## src/rb_pkg.sv

```systemverilog
/* widths, vector types and the fetch/issue lane group structs
   shared by the instruction queue blocks */

package rb_pkg;

	// sizing
	localparam int DATA_W = 32;	// instruction word
	localparam int DEPTH = 16;	// queue entries
	localparam int LANES = 4;	// write and read lanes
	localparam int IDX_W = 4;	// entry index, DEPTH is a power of two
	localparam int CNT_W = 3;	// lane count 0..LANES

	// vectors with a meaning
	typedef logic [DATA_W-1:0]	inst_t;
	typedef logic [IDX_W-1:0]	idx_t;
	typedef logic [CNT_W-1:0]	cnt_t;
	typedef logic [LANES-1:0]	lane_mask_t;

	// fetch side group, sparse from fetch or packed toward the buffer
	typedef struct packed {
		lane_mask_t			mask;	// slot valid
		inst_t [LANES-1:0]	inst;
	} fetch_group_t;

	// registered group handed to decode
	typedef struct packed {
		lane_mask_t			mask;	// contiguous from lane 0
		inst_t [LANES-1:0]	inst;
	} issue_group_t;

endpackage

```

## src/ring_buf.sv

```systemverilog
/* multi-port circular buffer, head/tail pointers with
   per-entry valid bits, flush and a busy level */

`timescale 1ns/1ns

module ring_buf (
	input logic								clk,
	input logic								reset_,
	input logic								flush,		// clears every entry
	input rb_pkg::lane_mask_t				we,			// write enable per lane
	input rb_pkg::fetch_group_t				wd,			// packed write lanes
	input rb_pkg::lane_mask_t				re,			// read enable per lane
	output rb_pkg::inst_t [rb_pkg::LANES-1:0]	rd,		// oldest LANES entries
	output rb_pkg::lane_mask_t				rv,			// read lane holds an entry
	output logic							busy		// no room for a full group
);

	import rb_pkg::*;

	// storage
	inst_t				mem [DEPTH];
	logic [DEPTH-1:0]	valid;
	idx_t				head;		// next free slot
	idx_t				tail;		// oldest entry

	// lane addressing
	idx_t [LANES-1:0]	wr_addr;
	idx_t [LANES-1:0]	rd_addr;
	idx_t				chk_ptr;

	// qualified enables and their counts
	lane_mask_t			wr_en;
	lane_mask_t			rd_en;
	cnt_t				wnum;
	cnt_t				rnum;

	// lane i sits at pointer plus i, wrap comes from the index width
	always_comb begin
		for (int i = 0; i < LANES; i++) begin
			wr_addr[i] = head + idx_t'(i);
			rd_addr[i] = tail + idx_t'(i);
		end
	end

	// read lanes straight from tail
	always_comb begin
		for (int j = 0; j < LANES; j++) begin
			rd[j] = mem[rd_addr[j]];
			rv[j] = valid[rd_addr[j]];
		end
	end

	// a lane writes only if packed valid and enabled
	assign wr_en = we & wd.mask;
	assign rd_en = re & rv;		// never pop an empty slot

	assign wnum = cnt_t'($countones(wr_en));
	assign rnum = cnt_t'($countones(rd_en));

	/* entries run contiguously from tail up to head, so if the last slot
	   of a full group is taken then fewer than LANES slots are free */
	assign chk_ptr = head + idx_t'(LANES - 1);
	assign busy = valid[chk_ptr];

	// pointers and valid bits
	always_ff @(posedge clk or negedge reset_) begin
		if (!reset_) begin
			head <= '0;
			tail <= '0;
			valid <= '0;
		end else if (flush) begin
			head <= '0;		// flush wins over this cycle's traffic
			tail <= '0;
			valid <= '0;
		end else begin
			head <= head + idx_t'(wnum);
			tail <= tail + idx_t'(rnum);
			for (int i = 0; i < LANES; i++) begin
				if (wr_en[i]) begin
					valid[wr_addr[i]] <= 1'b1;
				end
			end
			// reads hit occupied slots, writes hit free ones
			for (int j = 0; j < LANES; j++) begin
				if (rd_en[j]) begin
					valid[rd_addr[j]] <= 1'b0;
				end
			end
		end
	end

	// instruction storage
	always_ff @(posedge clk) begin
		for (int i = 0; i < LANES; i++) begin
			if (wr_en[i] && !flush) begin
				mem[wr_addr[i]] <= wd.inst[i];
			end
		end
	end

endmodule

```

## src/fetch_pack.sv

```systemverilog
/* fetch group compaction into contiguous low write lanes,
   write enables and the fetch accept level */

`timescale 1ns/1ns

module fetch_pack (
	input rb_pkg::fetch_group_t		fetch,			// sparse group from fetch
	input logic						busy,			// buffer has no room for a group
	output rb_pkg::lane_mask_t		we,				// write enables, low lanes only
	output rb_pkg::fetch_group_t	wd,				// packed group
	output logic					fetch_accept	// group taken at this edge
);

	import rb_pkg::*;

	fetch_group_t	packed_grp;
	cnt_t			nvalid;		// valid slots seen so far

	/* walk the fetch slots in order and drop each valid one into the
	   next free low lane, so relative order is kept */
	always_comb begin
		packed_grp = '0;
		nvalid = '0;
		for (int i = 0; i < LANES; i++) begin
			if (fetch.mask[i]) begin
				for (int k = 0; k < LANES; k++) begin
					if (cnt_t'(k) == nvalid) begin
						packed_grp.inst[k] = fetch.inst[i];
						packed_grp.mask[k] = 1'b1;
					end
				end
				nvalid = nvalid + 1'b1;
			end
		end
	end

	assign wd = packed_grp;

	// all or nothing, the group waits at fetch while busy
	assign we = busy ? '0 : packed_grp.mask;
	assign fetch_accept = !busy;

endmodule

```

## src/issue_select.sv

```systemverilog
/* read enables from the decode take count, registered
   issue group toward decode */

`timescale 1ns/1ns

module issue_select (
	input logic								clk,
	input logic								reset_,
	input logic								flush,
	input rb_pkg::cnt_t						take,	// decode capacity this cycle
	input rb_pkg::inst_t [rb_pkg::LANES-1:0]	rd,		// oldest entries
	input rb_pkg::lane_mask_t				rv,
	output rb_pkg::lane_mask_t				re,		// entries popped at this edge
	output rb_pkg::issue_group_t			issue
);

	import rb_pkg::*;

	lane_mask_t			issue_mask;
	inst_t [LANES-1:0]	issue_inst;

	// lane j leaves the queue if decode wants it and it is there
	always_comb begin
		for (int j = 0; j < LANES; j++) begin
			re[j] = (cnt_t'(j) < take) && rv[j];
		end
	end

	// rv is contiguous, so re stays contiguous as well
	always_ff @(posedge clk or negedge reset_) begin
		if (!reset_) begin
			issue_mask <= '0;
		end else if (flush) begin
			issue_mask <= '0;
		end else begin
			issue_mask <= re;
		end
	end

	// only popped lanes load
	always_ff @(posedge clk) begin
		for (int j = 0; j < LANES; j++) begin
			if (re[j]) begin
				issue_inst[j] <= rd[j];
			end
		end
	end

	always_comb begin
		issue.mask = issue_mask;
		issue.inst = issue_inst;
	end

endmodule

```

## src/inst_queue.sv

```systemverilog
/* instruction queue top, packer into ring buffer into issue stage */

`timescale 1ns/1ns

module inst_queue (
	input logic						clk,
	input logic						reset_,
	input logic						flush,			// empties the queue
	input rb_pkg::fetch_group_t		fetch,			// held by fetch until accepted
	output logic					fetch_accept,
	input rb_pkg::cnt_t				take,			// instructions decode can take
	output rb_pkg::issue_group_t	issue			// one cycle after the read
);

	import rb_pkg::*;

	// write side
	lane_mask_t			we;
	fetch_group_t		wd;
	logic				busy;

	// read side
	lane_mask_t			re;
	inst_t [LANES-1:0]	rd;
	lane_mask_t			rv;

	fetch_pack fetch_pack0 (
		.fetch			(fetch),
		.busy			(busy),
		.we				(we),
		.wd				(wd),
		.fetch_accept	(fetch_accept)
	);

	ring_buf ring_buf0 (
		.clk		(clk),
		.reset_		(reset_),
		.flush		(flush),
		.we			(we),
		.wd			(wd),
		.re			(re),
		.rd			(rd),
		.rv			(rv),
		.busy		(busy)
	);

	issue_select issue_select0 (
		.clk		(clk),
		.reset_		(reset_),
		.flush		(flush),
		.take		(take),
		.rd			(rd),
		.rv			(rv),
		.re			(re),
		.issue		(issue)
	);

endmodule

```

## config.mk

```make
export PLATFORM = sky130hd
export DESIGN_NAME = inst_queue
export DESIGN_NICKNAME = d
export VERILOG_FILES = /design/src/rb_pkg.sv /design/src/ring_buf.sv /design/src/fetch_pack.sv /design/src/issue_select.sv /design/src/inst_queue.sv
export SDC_FILE = /design/constraint.sdc
export NUM_CORES = 2
export LEC_CHECK = 0
export BUFFER_PORTS_ARGS = -buffer_cell sky130_fd_sc_hd__buf_2
export CELL_PAD_IN_SITES_DETAIL_PLACEMENT = 2
export CELL_PAD_IN_SITES_GLOBAL_PLACEMENT = 2
export CORE_UTILIZATION = 44
export DETAILED_ROUTE_END_ITERATION = 10
export GPL_ROUTABILITY_DRIVEN = 0
export PLACE_DENSITY_LB_ADDON = 0.1
export SLEW_MARGIN = 10
export SYNTH_ARGS = -nofsm -noshare
export SYNTH_HDL_FRONTEND = slang
export SYNTH_SLANG_ARGS = --single-unit
```

## constraint.sdc

```tcl
create_clock -name clk -period 7.18 [get_ports clk]
set_clock_uncertainty 0.15 [all_clocks]
set_input_delay 0 -clock clk [delete_from_list [all_inputs] [get_ports clk]]
set_output_delay 0 -clock clk [all_outputs]
set_load 0.05 [all_outputs]
```

Word level (Yosys, flattened, before mapping)
Memories as Yosys holds them, arrays and structs flattened. A register that Yosys moved wholly into a read port is not among the register bits. Cells that the tools add are included.

Bits in writable memories: 512. Input bits: 138. Bits in registers: 28. Output and inout bits: 133. Word-level logic and storage cells: 171. Memories kept: 1.

Memory list: ring_buf0.mem (depth 16, width 32, rd ports 4, clocked after memory_dff 4, write ports 4, RTL line ring_buf.sv:21) `inst_t mem [DEPTH];`.

Add/subtract/negate cells: 16. Eq/ne operators: 9. Bitwise gates (word level): 14. Reductions and logical operators: 21. Mux-type cells: 86. Magnitude comparators: 20.

Operator list (count): two-way mux 32 bit (13); two-way mux 132 bit (3); two-way mux 16 bit (16); AND 16 bit (4); NOT 16 bit (4); bitwise OR 16 bit (4); < comparator 4 x 5 -> 1 bit (second input constant) (8); two-way mux 1 bit (35); demux 1 bit (select 4 bit) (8); greater-or-equal comparator 4 x 1 -> 1 bit (second input constant) (8); binary-select mux 1 bit (select 4 bit) (5); adder 4 x 2 -> 4 bit (second input constant) (4); logical AND 1 bit (16); two-way mux 4 bit (4); equality test 2 x 3 -> 1 bit (first input constant) (4); logical NOT 3 bit (3); adder 1 x 1 -> 2 bit (4); adder 4 x 1 -> 4 bit (second input constant) (2); adder 4 x 3 -> 4 bit (2); AND 4 bit (2); adder 3 bit (2); equality test 1 x 3 -> 1 bit (first input constant) (2); < comparator 1 x 3 -> 1 bit (first input constant) (2); < comparator 2 x 3 -> 1 bit (first input constant) (2); 6 further kinds (9).

Logic depth before layout (Yosys ltp)
Depth after elaboration: 33. Mapped depth: 19. Gate-level depth less buffers: 14.

Modules after synthesis
A second synthesis with hierarchy kept.

Cell total of the unflattened synthesis: 5200. Area, all modules: 56555.5 sq um.

Modules (own cells, without submodules): ring_buf (area each 49737.7 sq um, cells an instance 4690, instances 1, sequential area each 15975.3 sq um); issue_select (area each 4026.4 sq um, cells an instance 142, instances 1, sequential area each 3943.8 sq um); fetch_pack (area each 2791.4 sq um, cells an instance 368, instances 1, sequential area each 0.0 sq um).

Worst setup path before layout
OpenSTA, ideal clock, no wires.

Path kind: reg2reg. From: reg ring_buf0.tail[1]. To: reg issue_select0.issue_inst (netlist bit issue_select0.issue[100]) (read register of ring_buf0.mem), enable pin. Data arrival time: 5.390 ns. Setup slack: 1.169 ns. Library setup time: 0.472 ns. Stages on the path, launching flop included: 9. Period minus slack after synthesis: 6.011 ns. Path buffers: 3. Required time: 6.558 ns. Cells stage by stage: dfrtp_1 > buf_1 > clkbuf_1 > inv_1 > ha_1 > clkbuf_1 > xnor2_1 > mux4_2 > a211oi_1.

Cells in the longest elaborated chain, start to end: 4.

RTL lines: from (decl) (RTL line ring_buf.sv:24) `idx_t tail;`; from (signal assigned) (RTL line ring_buf.sv:77) `tail <= tail + idx_t'(rnum);`; adder 4 x 2 -> 4 bit (RTL line ring_buf.sv:41) `rd_addr[i] = tail + idx_t'(i);`; binary-select mux 1 bit (select 4 bit) (RTL line ring_buf.sv:49) `rv[j] = valid[rd_addr[j]];`; two-way mux 1 bit (implied by the code) (RTL line ring_buf.sv:49); logical AND 1 bit (RTL line issue_select.sv:25) `re[j] = (cnt_t'(j) < take) && rv[j];`; net issue_select0.re[3] (RTL line issue_select.sv:13) `output rb_pkg::lane_mask_t re,`; to (decl) (RTL line issue_select.sv:20) `inst_t [LANES-1:0] issue_inst;`.

The timed path passes the listed nets, and every way through them passes these cells. The select of a mux whose other input is x is not followed.

==> results.rst <==
.. list-table::
   :header-rows: 1

   * - Metric
     - Value
   * - Worst Path Required
     - 7360 ps
   * - Most numerous cell in the Yosys netlist
     - edfxtp_1
   * - Count of boundary I/O pins
     - about 270
   * - Share of post-route cells with drive strength above 1
     - about 28%
   * - Highest clock frequency the design can meet
     - 172 MHz
   * - Unrepaired setup endpoints after global routing
     - false
   * - Number of DRC markers after the initial detailed-route iteration
     - approximately 9500
   * - Reported max-cap violation count
     - 0
   * - Cells on Worst Hold Path
     - 5
   * - Mean routed wirelength per cell
     - 48.3 um
   * - Worst IR Drop VDD
     - around 0.30 mV
   * - Power consumption
     - about 0.023 W
   * - Synthesized netlist net count
     - 4978
   * - Type of element capturing the critical path
     - register
   * - Number of I/O port buffers
     - 270
   * - Largest net degree at the start of global routing
     - between 100 and 150
   * - Cell Count Post-Placement
     - between 6000 and 7000
   * - Initial Util
     - between 40 and 50%
   * - Number of CTS-inserted buffers
     - between 80 and 90
   * - Critical path's slowest cell
     - nand3_4
   * - WL final
     - 317000 um
   * - Overall track demand over capacity in global routing
     - roughly half
   * - Non-filler instance count after layout
     - between 6000 and 7000
   * - Warnings from Yosys
     - 0
   * - Clock tree sinks
     - approximately 670
   * - Final setup vio count
     - 0
   * - Total die area
     - 0.129 mm^2
   * - FF-to-FF path depth
     - 9
   * - Total leakage power
     - 22.5 nW
   * - Cell count along the critical path
     - 9
   * - CTS tree
     - built
   * - Insertion delay of the later-clocked pin in the worst-skew pair
     - 710 ps
   * - Power per cell area
     - 359 mW/mm^2
   * - Layout-stage area growth over the synthesis result
     - 12.5%
   * - Biggest area contributors in the synthesized netlist
     - edfxtp_1, mux4_2, mux2i_1
   * - Root Buffer Master
     - clkbuf_16
   * - CP cell instances
     - inv_1 -> ha_1 -> xor2_2 -> mux2i_1 -> mux2i_4 -> inv_2 -> nand3_4 -> nand3b_1 -> buf_4
   * - Number of optimization iterations in the first detailed-route pass
     - 6
   * - Tightest Pin Transition
     - roughly 1400 ps
   * - Period minus WS final
     - about 5800 ps
   * - Netlist cell types
     - 83
   * - Area share of the largest cell type after synthesis
     - between 30% and 40%
   * - Count of endpoints failing hold in the final timing report
     - 0
   * - Number of remaining DRC errors
     - 0
   * - Count of state elements after synthesis
     - roughly 670
   * - Sequential element share of the synthesized area
     - 35.6%
   * - Setup TNS after final layout
     - 0 ps
   * - Classification of the worst-slack hold path
     - in -> reg
   * - Crit start category
     - register
   * - Post-synthesis instance area
     - approximately 0.056 mm^2
   * - Placeable Area
     - 0.126 mm^2
   * - Max Buffers Root-to-Sink
     - 3
   * - Standard-cell rows
     - between 100 and 150
   * - CTS H-tree depth
     - 3
   * - Number of nets with antenna violations after detailed routing
     - 0
   * - Peak fanout along the critical path
     - 34
   * - Overflow left after global routing
     - 0
   * - Prevailing post-synth register cell
     - edfxtp_1
   * - Total number of nets in the final design
     - 5004
   * - Cell type with the largest total area after synthesis
     - edfxtp_1
   * - Final Max Slew Viols
     - 0
   * - Arrival time of the worst setup path
     - 5980 ps
   * - DIE WIDTH
     - 359 um
   * - Cell class contributing the biggest share of worst-path delay
     - simple AND/OR/NAND/NOR gates
   * - Share of synthesized registers carrying an async set or reset
     - 4.19%
   * - Vias after detailed routing
     - approximately 56000
   * - Initial antenna violation count
     - 19
   * - End-of-flow core utilization
     - about half
   * - Cell types with the highest counts after synthesis
     - edfxtp_1, mux4_2, mux2i_1, clkbuf_1, nand2_1
   * - Remaining max-slew budget at the tightest pin
     - under 10%
   * - Via count of the first global-routing pass
     - 55624
   * - Ratio of final minimum period to clock period
     - about four fifths
   * - First-pass GRT wire length
     - 438000 um
   * - Number of inserted filler cells in the final layout
     - about 12000
   * - Via density per instance
     - between 8 and 9
   * - Slowest Stage Delay on Critical Path
     - 1060 ps
   * - Number of buffers and inverters on the critical path
     - 3
   * - Average instance area after synthesis
     - roughly 12 um^2
   * - Number of enable flip-flop cells after synthesis
     - between 600 and 700
   * - Height of the die
     - about 360 um
   * - Result of the run
     - finished, final reports clean
   * - Synthesized instance count
     - slightly below 5000
   * - Critical path class
     - reg -> reg
   * - DPL Wire Length
     - 193000 um
   * - Clock transition time at the flip-flop clock pins of the worst setup and hold paths
     - roughly 60 ps
   * - Post-cts repair resize count
     - 0
[worst register-to-register path, stage by stage, from the launching register on]
cell and delay, ps:
dfrtp_1 570, inv_1 220, ha_1 710, xor2_2 400, mux2i_1 350, mux2i_4 120, inv_2 680, nand3_4 1090
nand3b_1 540, buf_4 530
[logic make-up after synthesis]
family / Yosys count / share of synthesized area, %
AO/OA/AOI/OAI: 1282 / 16.2
multiplexers: 1124 / 34.1
AND/OR/NAND/NOR: 992 / 7.90
buffers and inverters: 680 / 4.97
flip-flops: 668 / 35.6
adder cells (fa/ha/maj): 36 / 0.871
XOR/XNOR: 22 / 0.357
[per-layer routing]
metal	vias up	GRT usage [%]	share of wire, %
met3	1449	21.5	16
met5	-	0.741	0.082
met2	5692	69.0	42
li1	19839	-	-
met4	18	31.0	7.7
met1	28634	60.5	34
[final timing paths]
check / from / endpoint / slack (ps)
max: ring_buf0.head[0] / ring_buf0.mem[9][12] / 1380
min: fetch[104] / ring_buf0.mem[10][8] / 40
max reg2reg: ring_buf0.head[0] / ring_buf0.mem[9][12] / 1380
min reg2reg: ring_buf0.valid[10] / ring_buf0.valid[10] / 550
max in group asynchronous: reset_ / ring_buf0.tail[1] / 6490
min in group asynchronous: reset_ / ring_buf0.head[3] / 160
[cells in the final DEF, fill, tap and decap left out, types with 29 or more instances in the layout]
cell type and count:
a31oi_1 175, o221ai_1 214, a221o_1 32, buf_4 201, o211ai_1 102, dlygate4sd3_1 108
buf_2 270, ha_1 29, o21ai_1 78, a22oi_1 192, a32oi_1 35, mux4_2 627
nand2_1 460, edfxtp_1 640, o21ai_0 257, nor2_1 167, clkbuf_16 86, o21a_1 33
a22o_1 33, and3_1 44, nand3_1 178, mux2i_1 491
[flip-flops by register name, summed over array words and instances (netlist names)]
signal / count
issue_select0.issue_mask: 4
ring_buf0.valid: 16
ring_buf0.head: 4
ring_buf0.mem: 512
issue_select0.issue: 128
ring_buf0.tail: 4
[report_power, final]
part	internal, W	switching, W	leakage (nW)
Sequential	0.00552	0.000766	6.23
Clock	0.00255	0.00197	1.35
Combinational	0.00436	0.00744	14.9
[area by class of cell]
| class | instances | area (um^2) | area share, % |
|---|---|---|---|
| sequential | 668 | 19900 | 31.6 |
| clock inverter | 50 | 522 | 0.828 |
| multi-input combinational | 3456 | 34000 | 53.9 |
| antenna | 20 | 50.0 | 0.0794 |
| timing repair buffer | 588 | 4120 | 6.54 |
| tap | 1650 | 2060 | 3.28 |
| inverter | 30 | 113 | 0.179 |
| clock buffer | 103 | 2220 | 3.52 |
[through the flow]
stage / hold slack, ps / area, um^2 / setup WS [ps]
after global routing: 53.0 / 63000 / 1290
after detailed placement: -63.8 / 59100 / 1590
after global placement: -65.8 / 59100 / 1780
final: 39.1 / 63000 / 1380
after floorplan: -446 / 56000 / 1170
after CTS: 5.17 / 63000 / 1540
[timing repair]
item                                    4_1_cts  5_1_grt
hold buffers                                109        0
setup buffers                                 0        0
endpoints found under the setup margin        0        0
endpoints found under the hold margin       286        0
Power figures use the tool's default switching activity.
